**config.mk**
```make
export PLATFORM = sky130hd
export DESIGN_NAME = des_core
export DESIGN_NICKNAME = d
export VERILOG_FILES = /design/src/verilog/des_types_pkg.sv /design/src/verilog/des_tables_pkg.sv /design/src/verilog/des_input_stage.sv /design/src/verilog/des_control.sv /design/src/verilog/des_key_schedule.sv /design/src/verilog/des_round.sv /design/src/verilog/des_output_stage.sv /design/src/verilog/des_core.sv
export VERILOG_INCLUDE_DIRS = /design/src /design/src/verilog
export SDC_FILE = /design/constraint.sdc
export NUM_CORES = 1
export LEC_CHECK = 0
export BUFFER_PORTS_ARGS = -buffer_cell sky130_fd_sc_hd__buf_4
export CAP_MARGIN = 20
export CORE_AREA = 2 2 192 194
export CTS_CLUSTER_SIZE = 28
export DETAILED_ROUTE_END_ITERATION = 12
export DIE_AREA = 0 0 194 196
export GPL_TIMING_DRIVEN = 0
export PLACE_DENSITY = 0.8
export SLEW_MARGIN = 20
export SYNTH_ARGS = -nofsm -noshare
export SYNTH_HDL_FRONTEND = slang
export SYNTH_HIERARCHICAL = 1
export SYNTH_SLANG_ARGS = --single-unit
```
**constraint.sdc**
```tcl
create_clock -name clk -period 9 [get_ports clk]
set_input_delay 0.9 -clock clk [delete_from_list [all_inputs] [get_ports clk]]
set_output_delay 0.9 -clock clk [all_outputs]
set_load 0.005 [all_outputs]
```
**src/verilog/des_params.svh**
```systemverilog
/*
 * DES engine sizes
 * Widths of the data block, halves, key, key halves and round keys,
 * and the number of Feistel rounds
 */
`ifndef DES_PARAMS_SVH
`define DES_PARAMS_SVH

// Data path
`define DES_BLOCK_W   64
`define DES_HALF_W    32

// Key path
`define DES_KEY_W     64
`define DES_CD_W      28
`define DES_SUBKEY_W  48

// Round sequencing
`define DES_ROUNDS    16
`define DES_ROUND_W   4

`endif

```
**src/verilog/des_types_pkg.sv**
```systemverilog
/*
 * DES shared types
 * Data block, halves, key schedule words and the S-box input word
 */
`include "des_params.svh"

package des_types_pkg;

	typedef logic [`DES_BLOCK_W-1:0]  block_t;
	typedef logic [`DES_HALF_W-1:0]   half_t;
	typedef logic [`DES_CD_W-1:0]     cd_t;
	typedef logic [`DES_SUBKEY_W-1:0] subkey_t;
	typedef logic [`DES_ROUND_W-1:0]  round_t;

	// Six bits cut from the keyed expansion, outer bits pick the row
	typedef union packed {
		logic [5:0] raw;
		struct packed {
			logic       row_hi;
			logic [3:0] column;
			logic       row_lo;
		} fields;
	} sbox_in_u;

endpackage

```
**src/verilog/des_tables_pkg.sv**
```systemverilog
/*
 * DES cipher tables
 * Permutation source indices, shift schedule and S-box contents.
 * Index 63 (or the top bit of a narrower word) is FIPS bit 1
 */
`include "des_params.svh"

package des_tables_pkg;

	// --------------------
	// Block permutations
	localparam int ip_tab [`DES_BLOCK_W] = '{
		6, 14, 22, 30, 38, 46, 54, 62,  4, 12, 20, 28, 36, 44, 52, 60,
		2, 10, 18, 26, 34, 42, 50, 58,  0,  8, 16, 24, 32, 40, 48, 56,
		7, 15, 23, 31, 39, 47, 55, 63,  5, 13, 21, 29, 37, 45, 53, 61,
		3, 11, 19, 27, 35, 43, 51, 59,  1,  9, 17, 25, 33, 41, 49, 57
	};

	localparam int fp_tab [`DES_BLOCK_W] = '{
		24, 56, 16, 48,  8, 40,  0, 32, 25, 57, 17, 49,  9, 41,  1, 33,
		26, 58, 18, 50, 10, 42,  2, 34, 27, 59, 19, 51, 11, 43,  3, 35,
		28, 60, 20, 52, 12, 44,  4, 36, 29, 61, 21, 53, 13, 45,  5, 37,
		30, 62, 22, 54, 14, 46,  6, 38, 31, 63, 23, 55, 15, 47,  7, 39
	};

	// --------------------
	// Round function
	localparam int e_tab [`DES_SUBKEY_W] = '{
		 0, 31, 30, 29, 28, 27, 28, 27, 26, 25, 24, 23,
		24, 23, 22, 21, 20, 19, 20, 19, 18, 17, 16, 15,
		16, 15, 14, 13, 12, 11, 12, 11, 10,  9,  8,  7,
		 8,  7,  6,  5,  4,  3,  4,  3,  2,  1,  0, 31
	};

	localparam int p_tab [`DES_HALF_W] = '{
		16, 25, 12, 11,  3, 20,  4, 15, 31, 17,  9,  6, 27, 14,  1, 22,
		30, 24,  8, 18,  0,  5, 29, 23, 13, 19,  2, 26, 10, 21, 28,  7
	};

	// --------------------
	// Key schedule
	// C half first, then D half
	localparam int pc1_tab [2*`DES_CD_W] = '{
		 7, 15, 23, 31, 39, 47, 55, 63,  6, 14, 22, 30, 38, 46,
		54, 62,  5, 13, 21, 29, 37, 45, 53, 61,  4, 12, 20, 28,
		 1,  9, 17, 25, 33, 41, 49, 57,  2, 10, 18, 26, 34, 42,
		50, 58,  3, 11, 19, 27, 35, 43, 51, 59, 36, 44, 52, 60
	};

	localparam int pc2_tab [`DES_SUBKEY_W] = '{
		42, 39, 45, 32, 55, 51, 53, 28, 41, 50, 35, 46,
		33, 37, 44, 52, 30, 48, 40, 49, 29, 36, 43, 54,
		15,  4, 25, 19,  9,  1, 26, 16,  5, 11, 23,  8,
		12,  7, 17,  0, 22,  3, 10, 14,  6, 20, 27, 24
	};

	localparam int shift_tab [`DES_ROUNDS] = '{
		1, 1, 2, 2, 2, 2, 2, 2, 1, 2, 2, 2, 2, 2, 2, 1
	};

	// --------------------
	// S-boxes, [box][row][column]
	localparam logic [3:0] sbox_tab [8][4][16] = '{
		'{'{14,  4, 13,  1,  2, 15, 11,  8,  3, 10,  6, 12,  5,  9,  0,  7},
		  '{ 0, 15,  7,  4, 14,  2, 13,  1, 10,  6, 12, 11,  9,  5,  3,  8},
		  '{ 4,  1, 14,  8, 13,  6,  2, 11, 15, 12,  9,  7,  3, 10,  5,  0},
		  '{15, 12,  8,  2,  4,  9,  1,  7,  5, 11,  3, 14, 10,  0,  6, 13}},
		'{'{15,  1,  8, 14,  6, 11,  3,  4,  9,  7,  2, 13, 12,  0,  5, 10},
		  '{ 3, 13,  4,  7, 15,  2,  8, 14, 12,  0,  1, 10,  6,  9, 11,  5},
		  '{ 0, 14,  7, 11, 10,  4, 13,  1,  5,  8, 12,  6,  9,  3,  2, 15},
		  '{13,  8, 10,  1,  3, 15,  4,  2, 11,  6,  7, 12,  0,  5, 14,  9}},
		'{'{10,  0,  9, 14,  6,  3, 15,  5,  1, 13, 12,  7, 11,  4,  2,  8},
		  '{13,  7,  0,  9,  3,  4,  6, 10,  2,  8,  5, 14, 12, 11, 15,  1},
		  '{13,  6,  4,  9,  8, 15,  3,  0, 11,  1,  2, 12,  5, 10, 14,  7},
		  '{ 1, 10, 13,  0,  6,  9,  8,  7,  4, 15, 14,  3, 11,  5,  2, 12}},
		'{'{ 7, 13, 14,  3,  0,  6,  9, 10,  1,  2,  8,  5, 11, 12,  4, 15},
		  '{13,  8, 11,  5,  6, 15,  0,  3,  4,  7,  2, 12,  1, 10, 14,  9},
		  '{10,  6,  9,  0, 12, 11,  7, 13, 15,  1,  3, 14,  5,  2,  8,  4},
		  '{ 3, 15,  0,  6, 10,  1, 13,  8,  9,  4,  5, 11, 12,  7,  2, 14}},
		'{'{ 2, 12,  4,  1,  7, 10, 11,  6,  8,  5,  3, 15, 13,  0, 14,  9},
		  '{14, 11,  2, 12,  4,  7, 13,  1,  5,  0, 15, 10,  3,  9,  8,  6},
		  '{ 4,  2,  1, 11, 10, 13,  7,  8, 15,  9, 12,  5,  6,  3,  0, 14},
		  '{11,  8, 12,  7,  1, 14,  2, 13,  6, 15,  0,  9, 10,  4,  5,  3}},
		'{'{12,  1, 10, 15,  9,  2,  6,  8,  0, 13,  3,  4, 14,  7,  5, 11},
		  '{10, 15,  4,  2,  7, 12,  9,  5,  6,  1, 13, 14,  0, 11,  3,  8},
		  '{ 9, 14, 15,  5,  2,  8, 12,  3,  7,  0,  4, 10,  1, 13, 11,  6},
		  '{ 4,  3,  2, 12,  9,  5, 15, 10, 11, 14,  1,  7,  6,  0,  8, 13}},
		'{'{ 4, 11,  2, 14, 15,  0,  8, 13,  3, 12,  9,  7,  5, 10,  6,  1},
		  '{13,  0, 11,  7,  4,  9,  1, 10, 14,  3,  5, 12,  2, 15,  8,  6},
		  '{ 1,  4, 11, 13, 12,  3,  7, 14, 10, 15,  6,  8,  0,  5,  9,  2},
		  '{ 6, 11, 13,  8,  1,  4, 10,  7,  9,  5,  0, 15, 14,  2,  3, 12}},
		'{'{13,  2,  8,  4,  6, 15, 11,  1, 10,  9,  3, 14,  5,  0, 12,  7},
		  '{ 1, 15, 13,  8, 10,  3,  7,  4, 12,  5,  6, 11,  0, 14,  9,  2},
		  '{ 7, 11,  4,  1,  9, 12, 14,  2,  0,  6, 10, 13, 15,  3,  5,  8},
		  '{ 2,  1, 14,  7,  4, 10,  8, 13, 15, 12,  9,  0,  3,  5,  6, 11}}
	};

endpackage

```
**src/verilog/des_input_stage.sv**
```systemverilog
/*
 * DES input stage
 * Captures block, key and direction on start and presents
 * L0/R0 after the initial permutation and C0/D0 after PC1
 */
`timescale 1ns/1ps
`include "des_params.svh"

module des_input_stage (
	input  logic                      clk,
	input  logic                      rst_n,
	input  logic                      start,
	input  logic                      encipher_en,
	input  des_types_pkg::block_t     data,
	input  logic [`DES_KEY_W-1:0]     key,
	output des_types_pkg::half_t      l0,
	output des_types_pkg::half_t      r0,
	output des_types_pkg::cd_t        c0,
	output des_types_pkg::cd_t        d0,
	output logic                      decrypt
);

	des_types_pkg::block_t     data_q;
	logic [`DES_KEY_W-1:0]     key_q;
	des_types_pkg::block_t     ip_out;
	logic [2*`DES_CD_W-1:0]    pc1_out;

	always_ff @(posedge clk) begin
		if (start) begin
			data_q <= data;
			key_q  <= key;
		end
	end

	// Encryption wins when both strobes arrive together
	always_ff @(posedge clk or negedge rst_n) begin
		if (!rst_n)
			decrypt <= 1'b0;
		else if (start)
			decrypt <= ~encipher_en;
	end

	always_comb begin
		for (int i = 0; i < `DES_BLOCK_W; i++)
			ip_out[`DES_BLOCK_W-1-i] = data_q[des_tables_pkg::ip_tab[i]];
		for (int i = 0; i < 2*`DES_CD_W; i++)
			pc1_out[2*`DES_CD_W-1-i] = key_q[des_tables_pkg::pc1_tab[i]];
	end

	assign l0 = ip_out[`DES_BLOCK_W-1:`DES_HALF_W];
	assign r0 = ip_out[`DES_HALF_W-1:0];
	assign c0 = pc1_out[2*`DES_CD_W-1:`DES_CD_W];
	assign d0 = pc1_out[`DES_CD_W-1:0];

endmodule

```
**src/verilog/des_control.sv**
```systemverilog
/*
 * DES control
 * Accepts a strobe while idle, runs the round counter over
 * sixteen active cycles and flags the end of the rounds
 */
`timescale 1ns/1ps
`include "des_params.svh"

module des_control (
	input  logic                    clk,
	input  logic                    rst_n,
	input  logic                    encipher_en,
	input  logic                    decipher_en,
	output logic                    start,
	output logic                    active,
	output des_types_pkg::round_t   round,
	output logic                    rounds_done,
	output logic                    ready
);

	logic busy;
	logic last_round;

	assign ready = ~busy;

	// Strobes only count while idle
	assign start = ready & (encipher_en | decipher_en);

	assign last_round = active &
		(round == des_types_pkg::round_t'(`DES_ROUNDS - 1));

	// --------------------
	// Busy spans the rounds plus the output register cycle
	always_ff @(posedge clk or negedge rst_n) begin
		if (!rst_n) begin
			busy        <= 1'b0;
			active      <= 1'b0;
			round       <= '0;
			rounds_done <= 1'b0;
		end else begin
			rounds_done <= last_round;
			if (start) begin
				busy   <= 1'b1;
				active <= 1'b1;
				round  <= '0;
			end else begin
				if (active)
					round <= round + 1'b1;
				if (last_round)
					active <= 1'b0;
				if (rounds_done)
					busy <= 1'b0;
			end
		end
	end

endmodule

```
**src/verilog/des_key_schedule.sv**
```systemverilog
/*
 * DES key schedule
 * C/D register with left rotation for encryption and right
 * rotation for decryption, PC2 gives the round key
 */
`timescale 1ns/1ps
`include "des_params.svh"

module des_key_schedule (
	input  logic                    clk,
	input  logic                    rst_n,
	input  logic                    active,
	input  des_types_pkg::round_t   round,
	input  logic                    decrypt,
	input  des_types_pkg::cd_t      c0,
	input  des_types_pkg::cd_t      d0,
	output des_types_pkg::subkey_t  subkey
);

	des_types_pkg::cd_t     c_q, d_q;
	des_types_pkg::cd_t     src_c, src_d;
	des_types_pkg::cd_t     used_c, used_d;
	des_types_pkg::cd_t     next_c, next_d;
	des_types_pkg::round_t  back_idx;
	logic [2*`DES_CD_W-1:0] cd_used;

	function automatic des_types_pkg::cd_t rot_left(input des_types_pkg::cd_t x, input int n);
		return (x << n) | (x >> (`DES_CD_W - n));
	endfunction

	function automatic des_types_pkg::cd_t rot_right(input des_types_pkg::cd_t x, input int n);
		return (x >> n) | (x << (`DES_CD_W - n));
	endfunction

	// Decryption walks the shift schedule backwards
	assign back_idx = ~round;

	always_comb begin
		src_c = (round == '0) ? c0 : c_q;
		src_d = (round == '0) ? d0 : d_q;
		if (decrypt) begin
			used_c = src_c;
			used_d = src_d;
			next_c = rot_right(src_c, des_tables_pkg::shift_tab[back_idx]);
			next_d = rot_right(src_d, des_tables_pkg::shift_tab[back_idx]);
		end else begin
			used_c = rot_left(src_c, des_tables_pkg::shift_tab[round]);
			used_d = rot_left(src_d, des_tables_pkg::shift_tab[round]);
			next_c = used_c;
			next_d = used_d;
		end
		cd_used = {used_c, used_d};
		for (int i = 0; i < `DES_SUBKEY_W; i++)
			subkey[`DES_SUBKEY_W-1-i] = cd_used[des_tables_pkg::pc2_tab[i]];
	end

	always_ff @(posedge clk or negedge rst_n) begin
		if (!rst_n) begin
			c_q <= '0;
			d_q <= '0;
		end else if (active) begin
			c_q <= next_c;
			d_q <= next_d;
		end
	end

endmodule

```
**src/verilog/des_round.sv**
```systemverilog
/*
 * DES round
 * L/R register and the f function: expansion, key mix,
 * eight S-box lookups and the P permutation
 */
`timescale 1ns/1ps
`include "des_params.svh"

module des_round (
	input  logic                    clk,
	input  logic                    rst_n,
	input  logic                    active,
	input  des_types_pkg::round_t   round,
	input  des_types_pkg::half_t    l0,
	input  des_types_pkg::half_t    r0,
	input  des_types_pkg::subkey_t  subkey,
	output des_types_pkg::half_t    l16,
	output des_types_pkg::half_t    r16
);

	des_types_pkg::half_t     l_q, r_q;
	des_types_pkg::half_t     l_src, r_src;
	des_types_pkg::subkey_t   r_exp;
	des_types_pkg::subkey_t   mixed;
	des_types_pkg::sbox_in_u  sb_in [8];
	des_types_pkg::half_t     s_out;
	des_types_pkg::half_t     f_val;

	assign l_src = (round == '0) ? l0 : l_q;
	assign r_src = (round == '0) ? r0 : r_q;

	always_comb begin
		for (int i = 0; i < `DES_SUBKEY_W; i++)
			r_exp[`DES_SUBKEY_W-1-i] = r_src[des_tables_pkg::e_tab[i]];
		mixed = r_exp ^ subkey;

		// S1 sits in the top six bits
		for (int b = 0; b < 8; b++) begin
			sb_in[b].raw = mixed[`DES_SUBKEY_W-1-6*b -: 6];
			s_out[`DES_HALF_W-1-4*b -: 4] = des_tables_pkg::sbox_tab[b]
				[{sb_in[b].fields.row_hi, sb_in[b].fields.row_lo}]
				[sb_in[b].fields.column];
		end

		for (int i = 0; i < `DES_HALF_W; i++)
			f_val[`DES_HALF_W-1-i] = s_out[des_tables_pkg::p_tab[i]];
	end

	// --------------------
	// Feistel step
	always_ff @(posedge clk or negedge rst_n) begin
		if (!rst_n) begin
			l_q <= '0;
			r_q <= '0;
		end else if (active) begin
			l_q <= r_src;
			r_q <= l_src ^ f_val;
		end
	end

	assign l16 = l_q;
	assign r16 = r_q;

endmodule

```
**src/verilog/des_output_stage.sv**
```systemverilog
/*
 * DES output stage
 * Final permutation of the swapped halves, result register
 * and a one-cycle done pulse
 */
`timescale 1ns/1ps
`include "des_params.svh"

module des_output_stage (
	input  logic                  clk,
	input  logic                  rst_n,
	input  logic                  rounds_done,
	input  des_types_pkg::half_t  l16,
	input  des_types_pkg::half_t  r16,
	output des_types_pkg::block_t result,
	output logic                  done
);

	des_types_pkg::block_t pre_out;
	des_types_pkg::block_t fp_out;

	// Halves swap after the last round
	assign pre_out = {r16, l16};

	always_comb begin
		for (int i = 0; i < `DES_BLOCK_W; i++)
			fp_out[`DES_BLOCK_W-1-i] = pre_out[des_tables_pkg::fp_tab[i]];
	end

	always_ff @(posedge clk or negedge rst_n) begin
		if (!rst_n) begin
			result <= '0;
			done   <= 1'b0;
		end else begin
			done <= rounds_done;
			if (rounds_done)
				result <= fp_out;
		end
	end

endmodule

```
**src/verilog/des_core.sv**
```systemverilog
/*
 * DES core
 * Iterative DES engine, one Feistel round per clock, result
 * and done seventeen cycles after an accepted strobe
 */
`timescale 1ns/1ps
`include "des_params.svh"

module des_core (
	input  logic                   clk,
	input  logic                   rst_n,
	input  logic                   encipher_en,
	input  logic                   decipher_en,
	input  des_types_pkg::block_t  data,
	input  logic [`DES_KEY_W-1:0]  key,
	output des_types_pkg::block_t  result,
	output logic                   ready,
	output logic                   done
);

	logic                    start;
	logic                    active;
	logic                    rounds_done;
	logic                    decrypt;
	des_types_pkg::round_t   round;
	des_types_pkg::half_t    l0, r0;
	des_types_pkg::half_t    l16, r16;
	des_types_pkg::cd_t      c0, d0;
	des_types_pkg::subkey_t  subkey;

	des_input_stage u_input (
		.clk         (clk),
		.rst_n       (rst_n),
		.start       (start),
		.encipher_en (encipher_en),
		.data        (data),
		.key         (key),
		.l0          (l0),
		.r0          (r0),
		.c0          (c0),
		.d0          (d0),
		.decrypt     (decrypt)
	);

	des_control u_control (
		.clk         (clk),
		.rst_n       (rst_n),
		.encipher_en (encipher_en),
		.decipher_en (decipher_en),
		.start       (start),
		.active      (active),
		.round       (round),
		.rounds_done (rounds_done),
		.ready       (ready)
	);

	des_key_schedule u_key_schedule (
		.clk     (clk),
		.rst_n   (rst_n),
		.active  (active),
		.round   (round),
		.decrypt (decrypt),
		.c0      (c0),
		.d0      (d0),
		.subkey  (subkey)
	);

	des_round u_round (
		.clk    (clk),
		.rst_n  (rst_n),
		.active (active),
		.round  (round),
		.l0     (l0),
		.r0     (r0),
		.subkey (subkey),
		.l16    (l16),
		.r16    (r16)
	);

	des_output_stage u_output (
		.clk         (clk),
		.rst_n       (rst_n),
		.rounds_done (rounds_done),
		.l16         (l16),
		.r16         (r16),
		.result      (result),
		.done        (done)
	);

endmodule

```
# Yosys cells after proc, flatten, opt, wreduce, memory -nomap -nowiden
# Memories as Yosys holds them, arrays and structs flattened.
# Index checks and enable logic that the tools add are counted.
# classes
n_eq_ne,1
order_cmp,18
bitwise_logic,30
mux,66
shifts,8
addsub,3
n_reduce_logical,4
# ops
op,count
$bmux 64 s2,8
$mux 64,16
$mux 32,6
$mux 28,6
$bmux 4 s4,8
$shl 28x32->28,4
$shr 28x32->28,4
$or 28x28->28,4
$mux 4,18
$sub 6x32->32 const A,2
$ge 5x5->1 const B,10
$not 4->5,10
$xor 48x48->48,1
$xor 32x32->32,1
$ge 3x3->1 const B,8
$not 2->3,8
$reduce_bool 2->1,3
$add 4x1->4 const B,1
$eq 4x4->1 const B,1
$logic_not 4->1,1
$mux 1,4
$not 4->4,1
$and 1x1->1,2
$not 1->1,2
$or 1x1->1,1
# totals
reg_bits,321
memories,2
rom_bits,1024
elab_cells,145
out_inout_bits,66
# mem_list
memory,depth,width,read_ports,rd_clocked_by_memory_dff,write_ports,line,source
(name not given),16,32,1,0,0,des_key_schedule.sv:44,"next_c = rot_right(src_c, des_tables_pkg::shift_tab[back_idx]);"
(name not given),16,32,1,0,0,des_key_schedule.sv:47,"used_c = rot_left(src_c, des_tables_pkg::shift_tab[round]);"

# Depth between registers and ports, before layout
# Gate-level depths: netlist of run 1.
# logic_depth
depth_word,17
depth_mapped,17
depth_no_buf,14

# By module
# Netlist of run 1, hierarchy kept.
# modules_own_cells
module,seq_area_each_um2,n_inst,cells_each,area_per_inst_um2
des_round,1601.5,1,1182,9903.2
des_key_schedule,1401.3,1,526,4789.6
des_input_stage,3628.5,1,123,3642.2
des_output_stage,1626.6,1,136,2703.8
des_control,175.2,1,27,307.8

# Worst setup path after synthesis of run 1
# No wires, ideal clock.
# synth_timing
path_kind,input-to-reg
start,input decipher_en
end,register u_input.decrypt
n_path_buf,0
path_stages,3
path_slack_ps,4360
arrival_time_ps,4351
t_required_ps,8711
path_cell_list,nor2_1 nor2_2 mux2i_1
# synth_between
elab_chain_cells,2
# synth_lines
item,line,source
start: declaration,des_core.sv:13,"input logic decipher_en,"
$or 1x1->1,des_control.sv:27,assign start = ready & (encipher_en | decipher_en);
$and 1x1->1,des_control.sv:27,
net start,des_core.sv:21,logic start;
end signal: assignment,des_input_stage.sv:40,decrypt <= ~encipher_en;
end: declaration,des_input_stage.sv:20,output logic decrypt
# The timed path passes the listed nets, and every way through them passes these cells.
# A chain may end at the register's enable or synchronous reset.

# Final worst setup path of run 1
# layout_timing
start,register u_control.round[2]
end,register u_round.r_q[27] (netlist: u_round/r16[27])
# layout_between
elab_chain_cells,17
elab_cells_between_ends,23
cone_classes,add/sub (1); shift (2); mux (12); bitwise (6); reduce/logical (1); memory (1)
# layout_lines
item,line,source
start: declaration,des_control.sv:16,"output des_types_pkg::round_t round,"
start signal: assignment,des_control.sv:48,round <= round + 1'b1;
$not 4->5 (not written as such),des_key_schedule.sv:48,"used_d = rot_left(src_d, des_tables_pkg::shift_tab[round]);"
$mem_v2 16x32,n/a,
$mux 32 (2 in a row),n/a,
$sub 6x32->32 (no line),n/a,
$shr 28x32->28,des_key_schedule.sv:28,return (x << n) | (x >> (`DES_CD_W - n));
$or 28x28->28,des_key_schedule.sv:28,
$mux 28 (*),des_key_schedule.sv:41,if (decrypt) begin
net subkey[0],des_core.sv:29,des_types_pkg::subkey_t subkey;
$xor 48x48->48 (*),des_round.sv:35,mixed = r_exp ^ subkey;
$not 2->3 (not written as such) (*),des_round.sv:40,s_out[`DES_HALF_W-1-4*b -: 4] = des_tables_pkg::sbox_tab[b]
$bmux 64 s2 (*),des_round.sv:40,
$mux 64 (not written as such) (*) (2 in a row),des_round.sv:40,
$bmux 4 s4 (*),des_round.sv:40,
$mux 4 (not written as such) (*) (2 in a row),des_round.sv:40,
$xor 32x32->32 (*),des_round.sv:57,r_q <= l_src ^ f_val;
end signal: assignment,des_round.sv:57,
end: declaration,des_round.sv:21,"des_types_pkg::half_t l_q, r_q;"
# Mark *: on every way through the listed nets, which the timed path passes. The rest lies on a longest branch. The select of a mux whose other input is x is not followed.

==> impl_metrics.csv, run 1 <==
group,metric,value,unit
floorplan,fp.dieArea,0.03802,mm^2
yosys,synth_nets,2190,
routing,highest_layer,"met4",
critical_path,required,9.41,ns
sta,setup_viol,0,
min_path,min_path_type,"primary input to async pin",
yosys,synthCells,1994,
yosys,yosysSeqAreaShare,39.51,%
finish,area_growth_syn_to_layout,15.93,%
clocking,clockBufferDepth,3,
clocking,cts_tree,"yes",
routing,antenna_left,0,
finish,fin_nets,2423,
routing,wl_met3,8065,um
sta,hold_ws,0.2205,ns
yosys,syn_area,0.02135,mm^2
critical_path,cp-start-kind,"flip-flop",
routing,drtIter0Drc,2476,
placement,gp_congestion,1.007,
routing,vias,19050,
sta,hold_viol_final,0,
global_route,grt_pass1_vias,18560,
sta,tns,0,ns
critical_path,critical_path_peak_fanout,12,
critical_path,end_kind,"flip-flop",
yosys,synth_compound_area_share,20.41,%
clocking,clockRootBuffer,"clkbuf_16",
critical_path,critical_path_class,"flip-flop to flip-flop",
global_route,grt_overflow,0,
sta,drv_slew,0,
yosys,ys_ff_latch,313,
sta,timing_worst_slew_pin_value,1.216,ns
yosys,postSynthAreaPerCell,10.71,um^2
placement,port_buffers,189,
floorplan,die_y,196,um
yosys,yosys.area_share.simple,10.16,%
global_route,grt_max_degree,84,
clocking,cts_setup_buffers,0,
placement,place_hpwl,55640,um
sta,max-slew-margin-rel,18.90,%
critical_path,worst_ep_arrival_time,6.00,ns
finish,layout-drive-gt1-share,21.37,%
yosys,synth_largest_area_cell,"dfrtp_1",
routing,wire_per_inst,28.20,um
yosys,yosysTopAreaCellShare,22.62,%
clocking,holdBufCountCts,0,
sta,rsz0062_at_grt,"no",
finish,antenna_cells,0,
routing,drt-pass1-iter-count,6,
yosys,synth_flop_cell,"dfrtp_1",
yosys,ys_async_sr_fraction,61.66,%
yosys,yosys.area_share.xor_xnor,4.988,%
global_route,track_usage,39.53,%
yosys,synth_edf_count,120,
global_route,grt_pass1_wl,114900,um
finish,final_cells,2723,
sta,max_freq,0.1788,GHz
placement,dp_cells,2657,
yosys,synth.yosys.warnings,6,
finish,fillers,2763,
run,maxCapViolations,0,
sta,skew,0.02335,ns
floorplan,start_util,59.16,%
clocking,clk_latency,0.56,ns
floorplan,rows,70,
routing,drc,0,
clocking,cts.sinks,313,
routing,avgViaCountPerCell,6.997,
sta,layout_min_cycle_time,5.592,ns
routing,wirelength,76790,um
routing,wl_met2,35310,um
floorplan,boundaryPins,198,
yosys,synth_top_family_by_area,"compound AO/OA/AOI/OAI gates",
yosys,ys_types,93,
clocking,clkSlewWorstSetupHoldPaths,0.06,ns
clocking,cts_htree_levels,2,
run_status,status,"finished clean",
floorplan,die_w,194,um
clocking,cts_buffers,36,
routing,wl_met1,29360,um
yosys,muxShareOfSynthArea,16.58,%
global_route,grt_antenna_before_repair,0,
yosys,synth_fa_ha_area_share,3.751,%
yosys,synth_area_leaders,"dfrtp_1, edfxtp_1, mux2i_1",
clocking,post_cts_resized,0,
floorplan,core,0.03608,mm^2
sta,finalCritPeriodShare,62.13,%
## synthesized netlist by cell type (28+ instances only)
cell / n
mux2_4: 61
nor2_1: 120
dfrtp_1: 193
a21o_1: 50
xor2_1: 28
nand2_1: 101
inv_1: 47
xnor2_1: 60
o211ai_1: 28
nor3_1: 98
nand3_1: 42
buf_2: 41
o21ai_0: 36
ha_1: 64
o21bai_1: 43
mux2i_1: 152
edfxtp_1: 120
a211oi_1: 32
o221ai_1: 51
a21oi_1: 80
o22ai_1: 67
clkbuf_1: 71
o2bb2ai_1: 38
## worst paths after layout
kind,startpoint,to,slack (ns),cells after the start
worst min register to register,u_control/rounds_done,u_output/done,0.48,0
min in group clk,u_control/rounds_done,u_output/done,0.48,0
max in group asynchronous,rst_n,u_key_schedule/d_q[15],8.00,2
worst max-delay path,u_control/round[2],u_round/r16[27],3.41,15
worst max register to register,u_control/round[2],u_round/r16[27],3.41,15
worst min-delay path,rst_n,u_output/result[6],0.22,1
## state kept, by name (all words and copies together) (netlist names), 4 cells and up
signal and flops:
u_round/r16 32, u_control/round 4, u_key_schedule/d_q 28, u_input/data_q 64, u_key_schedule/c_q 28, u_input/key_q 56, u_output/result 64, u_round/l16 32
## worst max-delay path: stages (launching register included)
cell and delay (ns):
dfrtp_1 0.51, nor4_1 0.42, buf_2 0.28, buf_2 0.41, mux2i_1 0.36, o22ai_1 0.17, o21bai_1 0.35, xor2_2 0.63
inv_1 0.25, ha_1 0.34, clkbuf_1 0.27, mux4_2 0.50, and2_1 0.21, o311a_1 0.30, nor4_1 0.30, o21ai_0 0.13
## cells in the final DEF (no fill, tap or decap), types with 43 or more instances in the layout
master    count
buf_4       195
dfrtp_1     193
mux2i_1     152
nor2_1      120
edfxtp_1    120
nand2_1     101
nor3_1       98
clkbuf_1     81
a21oi_1      80
o22ai_1      67
ha_1         64
mux2_4       61
xnor2_1      59
o221ai_1     51
a21o_1       50
inv_1        47
o21bai_1     43
## logic make-up (layout without fill, tap and decap cells)
family                     count (synthesis)  after routing
adders and majority gates                 64             64
AOI/OAI and AO/OA                        587            587
muxes                                    277            277
xor gates and xnor gates                 105            105
buffers and inverters                    192            453
and+or+nand+nor                          456            456
DFF                                      313            313
## final cells by class
| class | count | area, um^2 | share of cell area (%) |
|---|---|---|---|
| Multi-Input combinational cell | 1489 | 11950 | 48.29 |
| Buffer | 141 | 793.3 | 3.206 |
| Clock buffer | 52 | 1044 | 4.217 |
| Sequential cell | 313 | 8433 | 34.08 |
| Clock inverter | 14 | 181.4 | 0.7331 |
| Inverter | 51 | 191.4 | 0.7736 |
| Timing Repair Buffer | 195 | 1569 | 6.340 |
| Tap cell | 468 | 585.6 | 2.366 |
## layer usage
| layer | vias to the layer above | GRT usage, % |
|---|---|---|
| li1 | 8112 | - |
| met3 | 275 | 9.919 |
| met2 | 1380 | 63.21 |
| met5 | - | 0 |
| met4 | 0 | 19.16 |
| met1 | 9286 | 50.43 |
## metrics by stage
stage | utilization (%) | setup WS, ns | cell area (um^2)
floorplan | - | 4.360 | 21350
global placement | 64.71 | 2.804 | 23350
detailed placement | 65.18 | 3.563 | 23520
CTS | 68.58 | 3.512 | 24750
global route | 68.58 | 3.136 | 24750
finish | 68.58 | 3.408 | 24750
Power of run 1 is not shown: default switching activity piles up to over one toggle a cycle in this logic, so the estimate is an artifact.
==> run 2, diff against run 1 <==
Settings changed: CORE_AREA 2 2 192 194 to 2 2 201 203, DIE_AREA 0 0 194 196 to 0 0 203 205, PLACE_DENSITY 0.8 to 0.77.
Clock period 9 ns to 4.9 ns, I/O delays scaled along.
==> impl_metrics.csv, run 2 (same netlist as run 1, synthesis figures left out) <==
group,metric,value,unit
placement,place_area,0.02359,mm^2
sta,layout_min_cycle_time,4.728,ns
global_route,use_met2,56.58,%
finish,multiInputGateArea,0.01213,mm^2
global_route,grt_busiest_layer,"met2",
routing,wire_per_inst,26.85,um
sta,skew,0.02491,ns
clocking,cts.sinks,313,
routing,avgViaCountPerCell,6.698,
finish,mostFrequentLayoutCells,"buf_4, dfrtp_1, mux2i_1",
finish,final_common_cell,"buf_4",
routing,drc,0,
critical_path,worst_ep_arrival_time,5.17,ns
sta,max-slew-margin-rel,27.50,%
finish,fin_nets,2435,
critical_path,required,5.34,ns
sta,setup_viol,0,
global_route,grt_overflow,0,
floorplan,die_y,205,um
clocking,clkSlewWorstSetupHoldPaths,0.07,ns
global_route,grt_antenna_before_repair,0,
global_route,grtUsageMet1,46.60,%
finish,regArea,0.008433,mm^2
critical_path,worstPathCellList,"nor4_1 > clkbuf_4 > buf_4 > mux2i_1 > o22ai_1 > o21bai_2 > xnor2_4 > ha_2 > inv_1 > nor3_2 > nor2_1 > mux4_2 > o211ai_2 > xor2_1 > mux2_2",
placement,gp_congestion,0.9973,
global_route,use_met3,6.013,%
placement,dp_cells,2714,
routing,wirelength,74940,um
clocking,clockRootBuffer,"clkbuf_16",
placement,place_hpwl,55250,um
global_route,grt_pass1_wl,111300,um
global_route,grt_pass1_vias,17970,
critical_path,slowest_delay,0.51,ns
critical_path,cp_slowest_cell,"dfrtp_1",
critical_path,critical_path_peak_fanout,11,
global_route,grt_max_degree,93,
sta,tns,0,ns
floorplan,rows,73,
sta,finalCritPeriodShare,96.49,%
sta,drv_slew,0,
min_path,min_path_type,"primary input to flip-flop",
sta,hold_viol_final,0,
finish,layout-drive-gt1-share,23.04,%
run,maxCapViolations,0,
clocking,cts_htree_levels,2,
critical_path,end_kind,"flip-flop",
finish,area_growth_syn_to_layout,17.13,%
clocking,cts_tree,"yes",
placement,port_buffers,189,
sta,timing_worst_slew_pin_value,1.088,ns
floorplan,boundaryPins,198,
finish,fin_util,63.51,%
floorplan,die_w,203,um
routing,vias,18690,
global_route,track_usage,35.57,%
routing,drtIter0Drc,2586,
sta,max_freq,0.2115,GHz
clocking,clk_latency,0.56,ns
run_status,status,"finished clean",
clocking,cts_buffers,36,
finish,antenna_cells,0,
floorplan,fp.dieArea,0.04162,mm^2
finish,fillers,3181,
finish,final_cells,2791,
floorplan,core,0.03937,mm^2
routing,drt-pass1-iter-count,7,
routing,antenna_left,0,
clocking,clockBufferDepth,3,
finish,final_area,0.02500,mm^2
critical_path,critical_path_class,"flip-flop to flip-flop",
finish,reg_top3,"u_input/data_q: 64 flops, u_output/result: 64 flops, u_input/key_q: 56 flops",
floorplan,start_util,54.23,%
critical_path,cp-start-kind,"flip-flop",
run 2: through the flow:
stage / worst slack [ns] / hold WS [ns]
2_1_floorplan: 0.6402 / 0.1944
3_3_place_gp: -0.9663 / 0.4886
3_5_place_dp: -0.5762 / 0.3938
4_1_cts: 0.01022 / 0.08479
5_1_grt: -0.02723 / 0.09045
6_report: 0.1719 / 0.1019
run 2: cell type report:
cell class	count	area share (%)
clock inverters	16	0.5305
well taps	525	2.627
multi-input cells	1489	48.50
plain buffers	140	3.248
repair buffers	208	6.646
clock buffers	49	3.958
inverters	51	0.7657
flip-flops and latches	313	33.73
run 2: critical path, delay by kind of cell, from the launching register on:
family / cells / cell delay [ns]
AO/OA/AOI/OAI: 3 / 0.70
XOR/XNOR: 2 / 0.59
adder cells (fa/ha/maj): 1 / 0.32
buffers and inverters: 3 / 0.70
flip-flops: 1 / 0.51
multiplexers: 3 / 1.05
AND/OR/NAND/NOR: 3 / 0.70
run 2: worst paths after layout:
check | start | depth (start not counted) | end | slack, ns
max reg2reg | u_control/round[2] | 15 | u_round/r16[2] | 0.17
max | u_control/round[2] | 15 | u_round/r16[2] | 0.17
min in group asynchronous | rst_n | 2 | u_output/result[13] | 0.39
min | data[60] | 1 | u_input/data_q[60] | 0.10
max in group asynchronous | rst_n | 4 | u_key_schedule/d_q[3] | 3.35
min reg2reg | u_control/rounds_done | 0 | u_output/done | 0.50
run 2: layer usage:
layer,wire (um),share of wire [%]
met1,29900,40
met2,34140,46
met3,6565,8.8
met4,4325,5.8
met5,0,0
run 2: timing repair:
item / in CTS / in global routing
endpoints found under the setup margin: 20 / 21
buffers inserted: 2 / 10
gates resized for setup: 21 / 21
pin swaps: 2 / 6
hold buffers: 1 / 0
hold endpoints to repair: 37 / 0
Power of run 2 is left out for the same reason.
